<file path="src/logic/rv_settings.svh">
`ifndef RV_SETTINGS_SVH
`define RV_SETTINGS_SVH

// data and address width of the RV32 core
`define RV_XLEN 32

// architectural integer registers
`define RV_NUM_REGS 32

// bits needed to name one register
`define RV_REG_IDX_W 5

// first fetch address after reset
`define RV_RESET_PC 32'h0000_0000

// sequential fetch increment in bytes
`define RV_PC_STEP 32'd4

`endif

</file>
<file path="src/logic/rv_isa_pkg.sv">
`include "rv_settings.svh"

package rv_isa_pkg;

  // one data or address word
  typedef logic [`RV_XLEN-1:0] word_t;

  // register number
  typedef logic [`RV_REG_IDX_W-1:0] reg_idx_t;

  // major opcodes of the supported subset
  typedef enum logic [6:0] {
    OP_LUI     = 7'b01_101_11,
    OP_AUIPC   = 7'b00_101_11,
    OP_REG_IMM = 7'b00_100_11,
    OP_REG_REG = 7'b01_100_11,
    OP_SYSTEM  = 7'b11_100_11
  } opcode_e;

  // operation selected for the execute stage
  typedef enum logic [3:0] {
    ALU_ADD    = 4'd0,
    ALU_SUB    = 4'd1,
    ALU_SLL    = 4'd2,
    ALU_SLT    = 4'd3,
    ALU_SLTU   = 4'd4,
    ALU_XOR    = 4'd5,
    ALU_SRL    = 4'd6,
    ALU_SRA    = 4'd7,
    ALU_OR     = 4'd8,
    ALU_AND    = 4'd9,
    ALU_PASS_B = 4'd10
  } alu_op_e;

  // register fields and function codes
  typedef struct packed {
    logic [6:0] funct7;
    reg_idx_t   rs2;
    reg_idx_t   rs1;
    logic [2:0] funct3;
    reg_idx_t   rd;
    opcode_e    opcode;
  } r_fmt_t;

  // upper 20 bits hold imm[11:0] for I type, imm[31:12] for U type
  typedef struct packed {
    logic [19:0] upper;
    reg_idx_t    rd;
    opcode_e     opcode;
  } i_u_fmt_t;

  // same instruction word, two decodings
  typedef union packed {
    r_fmt_t   r_fmt;
    i_u_fmt_t i_u_fmt;
  } insn_t;

endpackage

</file>
<file path="src/logic/rv_pipe_pkg.sv">
package rv_pipe_pkg;

  // what a pipeline stage currently holds
  typedef enum logic [1:0] {
    // still the value loaded during reset
    CYCLE_RESET   = 2'd0,
    // a real instruction
    CYCLE_VALID   = 2'd1,
    // squashed slot behind an ecall
    CYCLE_BUBBLE  = 2'd2,
    // undecodable word, never written back
    CYCLE_ILLEGAL = 2'd3
  } cycle_status_e;

endpackage

</file>
<file path="src/logic/alu.sv">
`timescale 1ns/1ps

module alu import rv_isa_pkg::*; (
  input  logic     clk,
  input  logic     rst,
  input  logic     i_squash,
  input  word_t    i_pc,
  input  reg_idx_t i_rs1,
  input  reg_idx_t i_rs2,
  input  word_t    i_rs1_data,
  input  word_t    i_rs2_data,
  input  word_t    i_imm,
  input  alu_op_e  i_alu_op,
  input  logic     i_a_is_pc,
  input  logic     i_b_is_imm,
  input  logic     i_wb_we,
  input  reg_idx_t i_wb_rd,
  input  word_t    i_wb_data,
  output word_t    o_result
);

  // execute stage registers
  alu_op_e  x_op;
  logic     x_a_is_pc;
  logic     x_b_is_imm;
  reg_idx_t x_rs1;
  reg_idx_t x_rs2;
  word_t    x_pc;
  word_t    x_rs1_data;
  word_t    x_rs2_data;
  word_t    x_imm;

  word_t src_a;
  word_t src_b;
  word_t op_a;
  word_t op_b;

  always_ff @(posedge clk) begin
    if (rst || i_squash) begin
      x_op       <= ALU_ADD;
      x_a_is_pc  <= 1'b0;
      x_b_is_imm <= 1'b0;
      x_rs1      <= '0;
      x_rs2      <= '0;
    end else begin
      x_op       <= i_alu_op;
      x_a_is_pc  <= i_a_is_pc;
      x_b_is_imm <= i_b_is_imm;
      x_rs1      <= i_rs1;
      x_rs2      <= i_rs2;
    end
  end

  always_ff @(posedge clk) begin
    if (i_squash) begin
      x_pc       <= '0;
      x_rs1_data <= '0;
      x_rs2_data <= '0;
      x_imm      <= '0;
    end else begin
      x_pc       <= i_pc;
      x_rs1_data <= i_rs1_data;
      x_rs2_data <= i_rs2_data;
      x_imm      <= i_imm;
    end
  end

  // forward from writeback, the producer one slot ahead
  assign src_a = (i_wb_we && i_wb_rd == x_rs1 && x_rs1 != '0) ? i_wb_data : x_rs1_data;
  assign src_b = (i_wb_we && i_wb_rd == x_rs2 && x_rs2 != '0) ? i_wb_data : x_rs2_data;

  assign op_a = x_a_is_pc ? x_pc : src_a;
  assign op_b = x_b_is_imm ? x_imm : src_b;

  always_comb begin
    case (x_op)
      ALU_ADD:    o_result = op_a + op_b;
      ALU_SUB:    o_result = op_a - op_b;
      ALU_SLL:    o_result = op_a << op_b[4:0];
      ALU_SLT:    o_result = word_t'($signed(op_a) < $signed(op_b));
      ALU_SLTU:   o_result = word_t'(op_a < op_b);
      ALU_XOR:    o_result = op_a ^ op_b;
      ALU_SRL:    o_result = op_a >> op_b[4:0];
      ALU_SRA:    o_result = word_t'($signed(op_a) >>> op_b[4:0]);
      ALU_OR:     o_result = op_a | op_b;
      ALU_AND:    o_result = op_a & op_b;
      // lui result is the shifted immediate
      ALU_PASS_B: o_result = op_b;
      default:    o_result = '0;
    endcase
  end

endmodule

</file>
<file path="src/logic/fetch_unit.sv">
`timescale 1ns/1ps

`include "rv_settings.svh"

module fetch_unit import rv_isa_pkg::*; (
  input  logic  clk,
  input  logic  rst,
  input  logic  i_hold,
  output word_t o_pc
);

  word_t pc;

  always_ff @(posedge clk) begin
    if (rst) begin
      pc <= `RV_RESET_PC;
    end else if (!i_hold) begin
      pc <= pc + `RV_PC_STEP;
    end
  end

  // straight-line fetch, no redirects in this subset
  assign o_pc = pc;

endmodule

</file>
<file path="src/logic/insn_decoder.sv">
`timescale 1ns/1ps

module insn_decoder import rv_isa_pkg::*; (
  input  insn_t    i_insn,
  output reg_idx_t o_rs1,
  output reg_idx_t o_rs2,
  output word_t    o_imm,
  output alu_op_e  o_alu_op,
  output logic     o_a_is_pc,
  output logic     o_b_is_imm,
  output logic     o_is_ecall,
  output logic     o_illegal
);

  logic [6:0]  funct7;
  logic [2:0]  funct3;
  logic [19:0] upper;
  word_t       imm_i;
  word_t       imm_u;

  assign o_rs1  = i_insn.r_fmt.rs1;
  assign o_rs2  = i_insn.r_fmt.rs2;
  assign funct7 = i_insn.r_fmt.funct7;
  assign funct3 = i_insn.r_fmt.funct3;
  assign upper  = i_insn.i_u_fmt.upper;

  // I type keeps the top 12 bits, U type all 20
  assign imm_i = {{20{upper[19]}}, upper[19:8]};
  assign imm_u = {upper, 12'b0};

  always_comb begin
    o_imm      = imm_i;
    o_alu_op   = ALU_ADD;
    o_a_is_pc  = 1'b0;
    o_b_is_imm = 1'b0;
    o_is_ecall = 1'b0;
    o_illegal  = 1'b0;
    case (i_insn.r_fmt.opcode)
      OP_LUI: begin
        o_imm      = imm_u;
        o_alu_op   = ALU_PASS_B;
        o_b_is_imm = 1'b1;
      end
      OP_AUIPC: begin
        o_imm      = imm_u;
        o_a_is_pc  = 1'b1;
        o_b_is_imm = 1'b1;
      end
      OP_REG_IMM: begin
        o_b_is_imm = 1'b1;
        case (funct3)
          3'b000: o_alu_op = ALU_ADD;
          3'b010: o_alu_op = ALU_SLT;
          3'b011: o_alu_op = ALU_SLTU;
          3'b100: o_alu_op = ALU_XOR;
          3'b110: o_alu_op = ALU_OR;
          3'b111: o_alu_op = ALU_AND;
          // shamt sits in imm[4:0], funct7 must be clean
          3'b001: begin
            o_alu_op  = ALU_SLL;
            o_illegal = (funct7 != 7'b000_0000);
          end
          default: begin
            o_alu_op  = funct7[5] ? ALU_SRA : ALU_SRL;
            o_illegal = (funct7 != 7'b000_0000) && (funct7 != 7'b010_0000);
          end
        endcase
      end
      OP_REG_REG: begin
        case ({funct7, funct3})
          10'b000_0000_000: o_alu_op = ALU_ADD;
          10'b010_0000_000: o_alu_op = ALU_SUB;
          10'b000_0000_001: o_alu_op = ALU_SLL;
          10'b000_0000_010: o_alu_op = ALU_SLT;
          10'b000_0000_011: o_alu_op = ALU_SLTU;
          10'b000_0000_100: o_alu_op = ALU_XOR;
          10'b000_0000_101: o_alu_op = ALU_SRL;
          10'b010_0000_101: o_alu_op = ALU_SRA;
          10'b000_0000_110: o_alu_op = ALU_OR;
          10'b000_0000_111: o_alu_op = ALU_AND;
          default:          o_illegal = 1'b1;
        endcase
      end
      OP_SYSTEM: begin
        // ecall is the all-zero system word
        if (upper == '0 && i_insn.i_u_fmt.rd == '0) begin
          o_is_ecall = 1'b1;
        end else begin
          o_illegal = 1'b1;
        end
      end
      default: o_illegal = 1'b1;
    endcase
  end

endmodule

</file>
<file path="src/logic/pipe_control.sv">
`timescale 1ns/1ps

module pipe_control import rv_pipe_pkg::*; (
  input  logic          clk,
  input  logic          rst,
  input  logic          i_is_ecall,
  input  logic          i_illegal,
  output logic          o_hold_fetch,
  output logic          o_squash,
  output cycle_status_e o_x_status,
  output cycle_status_e o_wb_status,
  output logic          o_wb_we,
  output logic          o_halt
);

  cycle_status_e d_status;
  cycle_status_e x_status;
  cycle_status_e wb_status;
  logic          x_ecall;
  logic          wb_ecall;
  logic          fetch_stopped;
  logic          halted;
  logic          d_ecall;

  // only a live ecall in decode stops the front end
  assign d_ecall = (d_status == CYCLE_VALID) && i_is_ecall;

  assign o_hold_fetch = d_ecall || fetch_stopped;

  // execute gets zero operands for anything that is not a real op
  assign o_squash = (d_status != CYCLE_VALID) || i_illegal;

  always_ff @(posedge clk) begin
    if (rst) begin
      d_status      <= CYCLE_RESET;
      x_status      <= CYCLE_RESET;
      wb_status     <= CYCLE_RESET;
      x_ecall       <= 1'b0;
      wb_ecall      <= 1'b0;
      fetch_stopped <= 1'b0;
      halted        <= 1'b0;
    end else begin
      // everything fetched behind an ecall is a bubble
      d_status <= (d_ecall || fetch_stopped) ? CYCLE_BUBBLE : CYCLE_VALID;
      if (d_status == CYCLE_VALID && i_illegal) begin
        x_status <= CYCLE_ILLEGAL;
      end else begin
        x_status <= d_status;
      end
      x_ecall   <= d_ecall;
      wb_status <= x_status;
      wb_ecall  <= x_ecall;
      if (d_ecall) begin
        fetch_stopped <= 1'b1;
      end
      if (wb_ecall) begin
        halted <= 1'b1;
      end
    end
  end

  assign o_x_status  = x_status;
  assign o_wb_status = wb_status;
  // every valid op except ecall writes rd
  assign o_wb_we     = (wb_status == CYCLE_VALID) && !wb_ecall;
  assign o_halt      = halted || wb_ecall;

endmodule

</file>
<file path="src/logic/reg_file.sv">
`timescale 1ns/1ps

`include "rv_settings.svh"

module reg_file import rv_isa_pkg::*; (
  input  logic     clk,
  input  logic     rst,
  input  reg_idx_t i_rs1,
  input  reg_idx_t i_rs2,
  output word_t    o_rs1_data,
  output word_t    o_rs2_data,
  input  logic     i_we,
  input  reg_idx_t i_rd,
  input  word_t    i_rd_data
);

  word_t regs [`RV_NUM_REGS];

  always_ff @(posedge clk) begin
    if (rst) begin
      for (int i = 0; i < `RV_NUM_REGS; i++) begin
        regs[i] <= '0;
      end
    end else if (i_we && i_rd != '0) begin
      regs[i_rd] <= i_rd_data;
    end
  end

  // write-through so decode sees the value retiring this cycle
  assign o_rs1_data = (i_we && i_rd == i_rs1 && i_rs1 != '0) ? i_rd_data : regs[i_rs1];
  assign o_rs2_data = (i_we && i_rd == i_rs2 && i_rs2 != '0) ? i_rd_data : regs[i_rs2];

endmodule

</file>
<file path="src/logic/rv_core.sv">
`timescale 1ns/1ps

module rv_core import rv_isa_pkg::*, rv_pipe_pkg::*; (
  input  logic          clk,
  input  logic          rst,
  input  insn_t         i_insn,
  output word_t         o_pc,
  output word_t         o_wb_pc,
  output insn_t         o_wb_insn,
  output cycle_status_e o_wb_status,
  output logic          o_wb_we,
  output reg_idx_t      o_wb_rd,
  output word_t         o_wb_data,
  output logic          o_halt
);

  // decode stage
  word_t d_pc;
  insn_t d_insn;

  // pc and insn ride along with the execute stage
  word_t d_pc_x;
  insn_t d_insn_x;

  // writeback stage
  word_t wb_pc;
  insn_t wb_insn;
  word_t wb_result;

  logic          hold_fetch;
  logic          squash;
  cycle_status_e x_status;
  logic          wb_we;

  reg_idx_t rs1;
  reg_idx_t rs2;
  word_t    rs1_data;
  word_t    rs2_data;
  word_t    imm;
  alu_op_e  alu_op;
  logic     a_is_pc;
  logic     b_is_imm;
  logic     is_ecall;
  logic     illegal;
  word_t    x_result;

  pipe_control u_pipe_control (
    .clk          (clk),
    .rst          (rst),
    .i_is_ecall   (is_ecall),
    .i_illegal    (illegal),
    .o_hold_fetch (hold_fetch),
    .o_squash     (squash),
    .o_x_status   (x_status),
    .o_wb_status  (o_wb_status),
    .o_wb_we      (wb_we),
    .o_halt       (o_halt)
  );

  fetch_unit u_fetch_unit (
    .clk    (clk),
    .rst    (rst),
    .i_hold (hold_fetch),
    .o_pc   (o_pc)
  );

  // instruction memory answers combinationally for o_pc
  always_ff @(posedge clk) begin
    if (rst) begin
      d_pc   <= '0;
      d_insn <= '0;
    end else begin
      d_pc   <= o_pc;
      d_insn <= i_insn;
    end
  end

  insn_decoder u_insn_decoder (
    .i_insn     (d_insn),
    .o_rs1      (rs1),
    .o_rs2      (rs2),
    .o_imm      (imm),
    .o_alu_op   (alu_op),
    .o_a_is_pc  (a_is_pc),
    .o_b_is_imm (b_is_imm),
    .o_is_ecall (is_ecall),
    .o_illegal  (illegal)
  );

  reg_file u_reg_file (
    .clk        (clk),
    .rst        (rst),
    .i_rs1      (rs1),
    .i_rs2      (rs2),
    .o_rs1_data (rs1_data),
    .o_rs2_data (rs2_data),
    .i_we       (wb_we),
    .i_rd       (o_wb_rd),
    .i_rd_data  (wb_result)
  );

  alu u_alu (
    .clk        (clk),
    .rst        (rst),
    .i_squash   (squash),
    .i_pc       (d_pc),
    .i_rs1      (rs1),
    .i_rs2      (rs2),
    .i_rs1_data (rs1_data),
    .i_rs2_data (rs2_data),
    .i_imm      (imm),
    .i_alu_op   (alu_op),
    .i_a_is_pc  (a_is_pc),
    .i_b_is_imm (b_is_imm),
    .i_wb_we    (wb_we),
    .i_wb_rd    (o_wb_rd),
    .i_wb_data  (wb_result),
    .o_result   (x_result)
  );

  always_ff @(posedge clk) begin
    d_pc_x   <= d_pc;
    d_insn_x <= d_insn;
  end

  // empty slots show up in the trace as all zeros
  always_ff @(posedge clk) begin
    if (x_status == CYCLE_VALID || x_status == CYCLE_ILLEGAL) begin
      wb_pc     <= d_pc_x;
      wb_insn   <= d_insn_x;
      wb_result <= x_result;
    end else begin
      wb_pc     <= '0;
      wb_insn   <= '0;
      wb_result <= '0;
    end
  end

  assign o_wb_pc   = wb_pc;
  assign o_wb_insn = wb_insn;
  assign o_wb_rd   = wb_insn.r_fmt.rd;
  assign o_wb_data = wb_result;
  assign o_wb_we   = wb_we;

endmodule

</file>
<file path="config.mk">
export PLATFORM = sky130hd
export DESIGN_NAME = rv_core
export DESIGN_NICKNAME = d
export VERILOG_FILES = /design/src/logic/rv_isa_pkg.sv /design/src/logic/rv_pipe_pkg.sv /design/src/logic/alu.sv /design/src/logic/fetch_unit.sv /design/src/logic/insn_decoder.sv /design/src/logic/pipe_control.sv /design/src/logic/reg_file.sv /design/src/logic/rv_core.sv
export VERILOG_INCLUDE_DIRS = /design/src /design/src/logic
export SDC_FILE = /design/constraint.sdc
export NUM_CORES = 2
export LEC_CHECK = 0
export BUFFER_PORTS_ARGS = -buffer_cell sky130_fd_sc_hd__buf_2
export CORE_ASPECT_RATIO = 1.75
export CORE_MARGIN = 4
export CORE_UTILIZATION = 57
export CTS_CLUSTER_SIZE = 12
export DETAILED_ROUTE_END_ITERATION = 7
export PLACE_DENSITY = 0.76
export SLEW_MARGIN = 20
export SYNTH_ARGS = -nofsm -noshare
export SYNTH_HDL_FRONTEND = slang
export SYNTH_SLANG_ARGS = --single-unit
export TNS_END_PERCENT = 10
</file>
<file path="constraint.sdc">
create_clock -name clk -period 4.9 [get_ports clk]
set_input_delay 0.245 -clock clk [delete_from_list [all_inputs] [get_ports clk]]
set_output_delay 0.245 -clock clk [all_outputs]
set_load 0.1 [all_outputs]
</file>
Word level (Yosys, flattened, before mapping):

Memories as Yosys holds them, arrays and structs flattened. A register that Yosys moved wholly into a read port is not among the register bits.
Cells that the tools add are included.

* register bits after elaboration: 410
* RAM bits: 1024
* input bits: 34
* output and inout port bits: 137
* word-level logic and storage cells: 146
* memories kept: 1

Memory list
* u_reg_file.regs: words 32, width 32, read ports 2, clocked after memory_dff 2, wr ports 32, line reg_file.sv:17 `` word_t regs [`RV_NUM_REGS]; ``

* add/subtract/negate cells: 3
* order comparisons: 2
* equality and inequality tests: 40
* shifts and indexed selects: 3
* mux-type cells: 32
* bitwise operators: 3
* reductions and logical operators: 37

Operator list (number)
* case mux 32 bit (11 select lines): 1
* 2-to-1 mux 32 bit: 7
* less-than comparator 32 bit: 2
* equality test 10 x 3 -> 1 bit (second input constant): 4
* case mux 4 bit (9 select lines): 1
* adder 32 x 3 -> 32 bit (second input constant): 1
* adder 32 bit: 1
* bitwise AND 32 bit: 1
* OR 32 bit: 1
* OR reduction 32 bit: 1
* << shifter 32 x 5 -> 32 bit: 1
* right shift 32 x 5 -> 32 bit: 1
* >>> shifter 32 x 5 -> 32 bit: 1
* subtractor 32 bit: 1
* bitwise XOR 32 bit: 1
* 2-to-1 mux 31 bit: 1
* case mux 4 bit (7 select lines): 1
* nonzero test 5 bit: 5
* equality test 10 x 2 -> 1 bit (second input constant): 2
* equality test 10 x 9 -> 1 bit (second input constant): 2
* equality test 5 bit: 4
* zero test 20 bit: 1
* equality test 4 x 3 -> 1 bit (second input constant): 4
* 2-to-1 mux 5 bit: 3
* 31 further kinds: 72

Depth between registers and ports, before layout:

* word-level depth: 8
* mapped depth: 23
* mapped depth without buffers: 19

Cells and area by module:

A second synthesis with hierarchy kept.

* cell total of the unflattened synthesis: 6436
* area, all modules: 78572.9 sq um

Modules (own cells, without submodules)
* reg_file: instances 1, cells each 3714, area an instance 55429.4 sq um, sequential area each 30749.5 sq um
* alu: instances 1, cells each 2014, area an instance 14959.3 sq um, sequential area each 2882.8 sq um
* rv_core: instances 1, cells each 406, area an instance 5639.2 sq um, sequential area each 4484.3 sq um
* fetch_unit: instances 1, cells each 165, area an instance 1490.2 sq um, sequential area each 600.6 sq um
* insn_decoder: instances 1, cells each 109, area an instance 745.7 sq um, sequential area each 0.0 sq um
* pipe_control: instances 1, cells each 28, area an instance 309.0 sq um, sequential area each 200.2 sq um

Worst setup path after synthesis:

No wires, ideal clock.

* kind: register -> register
* start: register u_pipe_control.wb_status[0], in the netlist u_pipe_control.o_wb_status[0]
* end: register wb_result[28], in the netlist o_wb_data[28]
* library setup time: 0.134 ns
* data arrival time: 5.481 ns
* data required time: 4.766 ns
* slack: -0.715 ns
* stages on the path, launching flop included: 23
* buffers on the path: 6
* period minus slack after synthesis: 5.615 ns
* path through: dfxtp_1 > or3b_1 > buf_2 > clkinv_2 > buf_6 > nand4_1 > a31o_2 > clkbuf_1 > inv_1 > clkbuf_1 > clkbuf_1 > buf_2 > ha_1 > a211oi_1 > o31ai_1 > a21oi_1 > o2111ai_1 > nand3b_1 > and4_1 > o41ai_1 > xnor2_1 > a221oi_1 > o22ai_1

* cells in the longest elaborated chain, start to end: 8
* elaborated cells on any way between the ends: 19
* classes of those cells: 2 x add/sub; 1 x eq/ne; 3 x shift; 5 x mux; 3 x bitwise; 5 x reduce/logical

Ends and longest elaborated chain
* from (decl): line pipe_control.sv:18 `cycle_status_e wb_status;`
* from (signal assigned): line pipe_control.sv:51 `wb_status <= x_status;`
* equality test 2 x 1 -> 1 bit (*): line pipe_control.sv:65 `assign o_wb_we = (wb_status == CYCLE_VALID) && !wb_ecall;`
* logical AND 1 bit (*): line pipe_control.sv:65
* named net o_wb_we: line rv_core.sv:11 `output logic o_wb_we,`
* logical AND 1 bit (on tied branches) (2 in series): line alu.sv:69, alu.sv:70
* 2-to-1 mux 32 bit (on tied branches): line alu.sv:69, alu.sv:70
* 2-to-1 mux 32 bit (on tied branches): line alu.sv:72, alu.sv:73
* subtractor 32 bit (tied with other cells): line alu.sv:78 `ALU_SUB: o_result = op_a - op_b;`
* case mux 32 bit (11 select lines) (*): line alu.sv:76 `case (x_op)`
* to (signal assigned): line rv_core.sv:131 `wb_result <= x_result;`
* to (decl): line rv_core.sv:28 `word_t wb_result;`

Mark *: on every way through the listed nets, which the timed path passes. The rest lies on a longest branch.
A chain may end at the register's enable or synchronous reset.

Worst setup path after layout:

* start: register u_pipe_control.wb_status[0], in the netlist u_pipe_control.o_wb_status[0]
* end: register wb_result[24], in the netlist o_wb_data[24]

* cells in the longest elaborated chain, start to end: 8
* elaborated cells on any way between the ends: 19
* classes of those cells: 2 x add/sub; 1 x eq/ne; 3 x shift; 5 x mux; 3 x bitwise; 5 x reduce/logical

Ends and longest elaborated chain (line)
* equality test 2 x 1 -> 1 bit (*): pipe_control.sv:65
* logical AND 1 bit (*): pipe_control.sv:65
* logical AND 1 bit (on tied branches) (2 in series): alu.sv:69, alu.sv:70
* 2-to-1 mux 32 bit (on tied branches): alu.sv:69, alu.sv:70
* 2-to-1 mux 32 bit (on tied branches): alu.sv:72, alu.sv:73
* subtractor 32 bit (tied with other cells): alu.sv:78
* case mux 32 bit (11 select lines) (*): alu.sv:76

Mark *: on every way between the ends. The rest lies on a longest branch, timed or not.

==> results.yml <==
detailed_routing:
  drtIter0Drc: 8461
  routed.top_layer: "met5"
  wl_met3_um: 36900
  routed_wl_um: 330000
  routedWlPerCell_um: 38.9
  wl_met2_um: 157000
  wl_met1_um: 96100
  vias_per_cell: 7.04
  drc: 0
  vias: 59600
  dr.pass1.iters: 8
  ant_nets: 0
logic_synthesis:
  synth_ff_type: "edfxtp_1"
  yosys_warnings: 0
  synthArstFlopShare: 0
  ys_ff_latch: 1424
  syn_area_per_cell_um2: 12.3
  synth_cells: 6267
  ys_seq_area_frac: 0.503
  synth-edff-count: 1024
  yosysUniqueCellTypes: 102
  synth_area_um2: 77000
timing:
  finalClockSkew_ns: 0.0423
  rsz0062_at_grt: "yes"
  drv_slew: 0
  clock.fmax_ghz: 0.206
  setup_tns_ns: 0
  slew_headroom: 0.0922
  min_period_ns: 4.86
  tightest_slew_ns: 1.35
  setup_ws_ns: 0.0402
  fin_crit_sh: 0.992
  hold_violations: 0
  finalSetupViolCount: 0
floorplanning:
  die_area_um2: 141000
  row_count: 178
  die_w_um: 286
  io_pins: 171
  die_h_um: 494
  core_um2: 134000
  initial_core_util: 0.574
run_status:
  outcome: "finished, final reports clean"
global_route:
  grt_overflow: 0
  grt_max_degree: 111
  antenna_found_initial: 47
  grt_pass1_wl_um: 458000
  grt_usage: 0.469
  grt_pass1_vias: 59700
cells_and_area:
  fin_cells: 8465
  layout-drive-gt1-share: 0.241
  area_growth_syn_to_layout_pct: 13.4
  layout_commonest_cell: "edfxtp_1"
  fillers: 9950
  final_nets: 6712
  final_cell_mix: "edfxtp_1, and2_1, buf_4"
power_and_ir_drop:
  fin_total_pwr_mw: 26.1
  vdd_drop_max_mv: 0.320
  leakage_nw: 32.6
  powerDensity_nw_per_um2: 299
place:
  routabilityCongestion: 1.13
  place_hpwl_um: 223000
  pre_cts_slack_ns: -0.0538
  io_buffer_count: 166
  post-place-cells: 8193
setup_path:
  worstSetupEndpointType: "register"
  crit_fanout: 25
  critical_path_class: "register to register"
  slowest_stage: "mux2i_1"
  cp_data_arrival_time_ns: 5.47
  cp_cell_sequence: "or3b_1 > clkinv_2 > buf_4 > nand4_1 > a31oi_4 > buf_4 > inv_2 > buf_12 > buf_4 > mux2i_1 > mux2i_1 > mux2i_1 > o221ai_1 > nor2_1 > a31oi_1"
  required_ns: 5.51
  critPathMaxStageDelay_ns: 0.91
  critPathLaunchType: "register"
  crit_family: "buffers and inverters"
  path_buf_inv: 6
flow_run:
  max_cap_violations: 0
cts:
  cts_made_buffers: 142
  clk_latency_ns: 0.80
  cts_root_buffer: "clkbuf_16"
  clk_pin_slew_ns: 0.07
  cts_buffer_depth: 3
  ctsHtreeMaxLevel: 4
  clkSinkCount: 1424
  cts_tree: "yes"
hold_path:
  holdCritPathClass: "primary input to register"
## where the power goes
group          internal [mW]  switching, mW
Combinational           1.01           1.51
Sequential              13.2          0.231
Clock                   5.47           4.66
## area by class of cell
type | instances | area [µm²] | share of cell area
sequential | 1424 | 38800 | 0.444
multi-input combinational | 4160 | 36000 | 0.412
timing repair buffer | 739 | 5790 | 0.0662
clock buffer | 177 | 3750 | 0.0429
tap | 1800 | 2250 | 0.0258
inverter | 111 | 418 | 0.00478
clock inverter | 22 | 292 | 0.00334
antenna | 32 | 80.1 | 0.000917
## worst register-to-register path, stage by stage (launching register included)
cell	delay, ns
dfxtp_4	0.35
or3b_1	0.41
clkinv_2	0.12
buf_4	0.15
nand4_1	0.15
a31oi_4	0.23
buf_4	0.41
inv_2	0.28
buf_12	0.23
buf_4	0.28
mux2i_1	0.27
mux2i_1	0.11
mux2i_1	0.91
o221ai_1	0.31
nor2_1	0.35
a31oi_1	0.13
## kinds of logic after synthesis
group | Yosys count | synth area share
simple gates | 2192 | 0.157
flops | 1424 | 0.503
mux | 961 | 0.204
compound gates | 814 | 0.0755
buf+inv | 718 | 0.0372
fa+ha+maj | 100 | 0.0164
xor+xnor | 57 | 0.00648
other cells | 1 | 0.0000487
## final timing paths
kind                                      start            end  slack (ns)  cells after the start
hold / removal                        i_insn[2]      d_insn[2]        0.22                      3
hold reg to reg                         d_pc[6]      d_pc_x[6]        0.34                      0
setup / recovery  u_pipe_control.o_wb_status[0]  o_wb_data[24]        0.04                     15
setup reg to reg  u_pipe_control.o_wb_status[0]  o_wb_data[24]        0.04                     15
## state kept, by name (all words and copies together) (netlist names), 32 cells and up
name,count
u_alu.x_rs1_data,32
d_insn_x,32
o_wb_data,32
u_alu.x_imm,32
u_alu.x_rs2_data,32
o_wb_insn,32
d_insn,32
u_reg_file.regs,1024
## metal layers
metal | vias up | global-route usage
li1 | 23900 | -
met1 | 29400 | 0.473
met2 | 4536 | 0.749
met3 | 1735 | 0.171
met4 | 22 | 0.437
met5 | - | 0.00274
## synthesized netlist by cell type, types with 26 or more instances
master | count | area share
a211oi_1 | 36 | 0.0035
a21oi_1 | 205 | 0.013
a221oi_1 | 49 | 0.0056
a22oi_1 | 44 | 0.0043
a31oi_1 | 33 | 0.0027
and2_1 | 1024 | 0.083
buf_1 | 83 | 0.0040
buf_2 | 43 | 0.0028
clkbuf_1 | 460 | 0.022
dfxtp_1 | 400 | 0.10
edfxtp_1 | 1024 | 0.40
ha_1 | 98 | 0.016
inv_1 | 106 | 0.0052
mux2i_1 | 453 | 0.059
mux4_2 | 484 | 0.14
nand2_1 | 270 | 0.013
nand2b_1 | 63 | 0.0051
nand3_1 | 96 | 0.0062
nand4_1 | 61 | 0.0050
nor2_1 | 307 | 0.015
nor2b_1 | 86 | 0.0070
nor3_1 | 151 | 0.0098
o211ai_1 | 26 | 0.0025
o21ai_0 | 116 | 0.0075
o221ai_1 | 31 | 0.0035
o22ai_1 | 36 | 0.0029
or2_2 | 37 | 0.0030
xnor2_1 | 29 | 0.0033
xor2_1 | 28 | 0.0032
## per-stage QoR
stage,cell area (µm²),utilization,hold slack (ns)
6_report,87400,0.651,0.220
5_1_grt,87300,0.650,0.227
4_1_cts,87000,0.648,0.184
3_5_place_dp,82600,0.615,0.333
3_3_place_gp,82600,0.615,0.334
2_1_floorplan,77200,-,0.322
## repair_timing
action | 4_1_cts | 5_1_grt
buffers inserted | 0 | 1
hold endpoints to repair | 33 | 0
gates resized for setup | 3 | 29
endpoints found under the setup margin | 4 | 18
hold buffers | 33 | 0
pin swaps | 0 | 3
No activity file was read; power rests on OpenSTA's default activity.
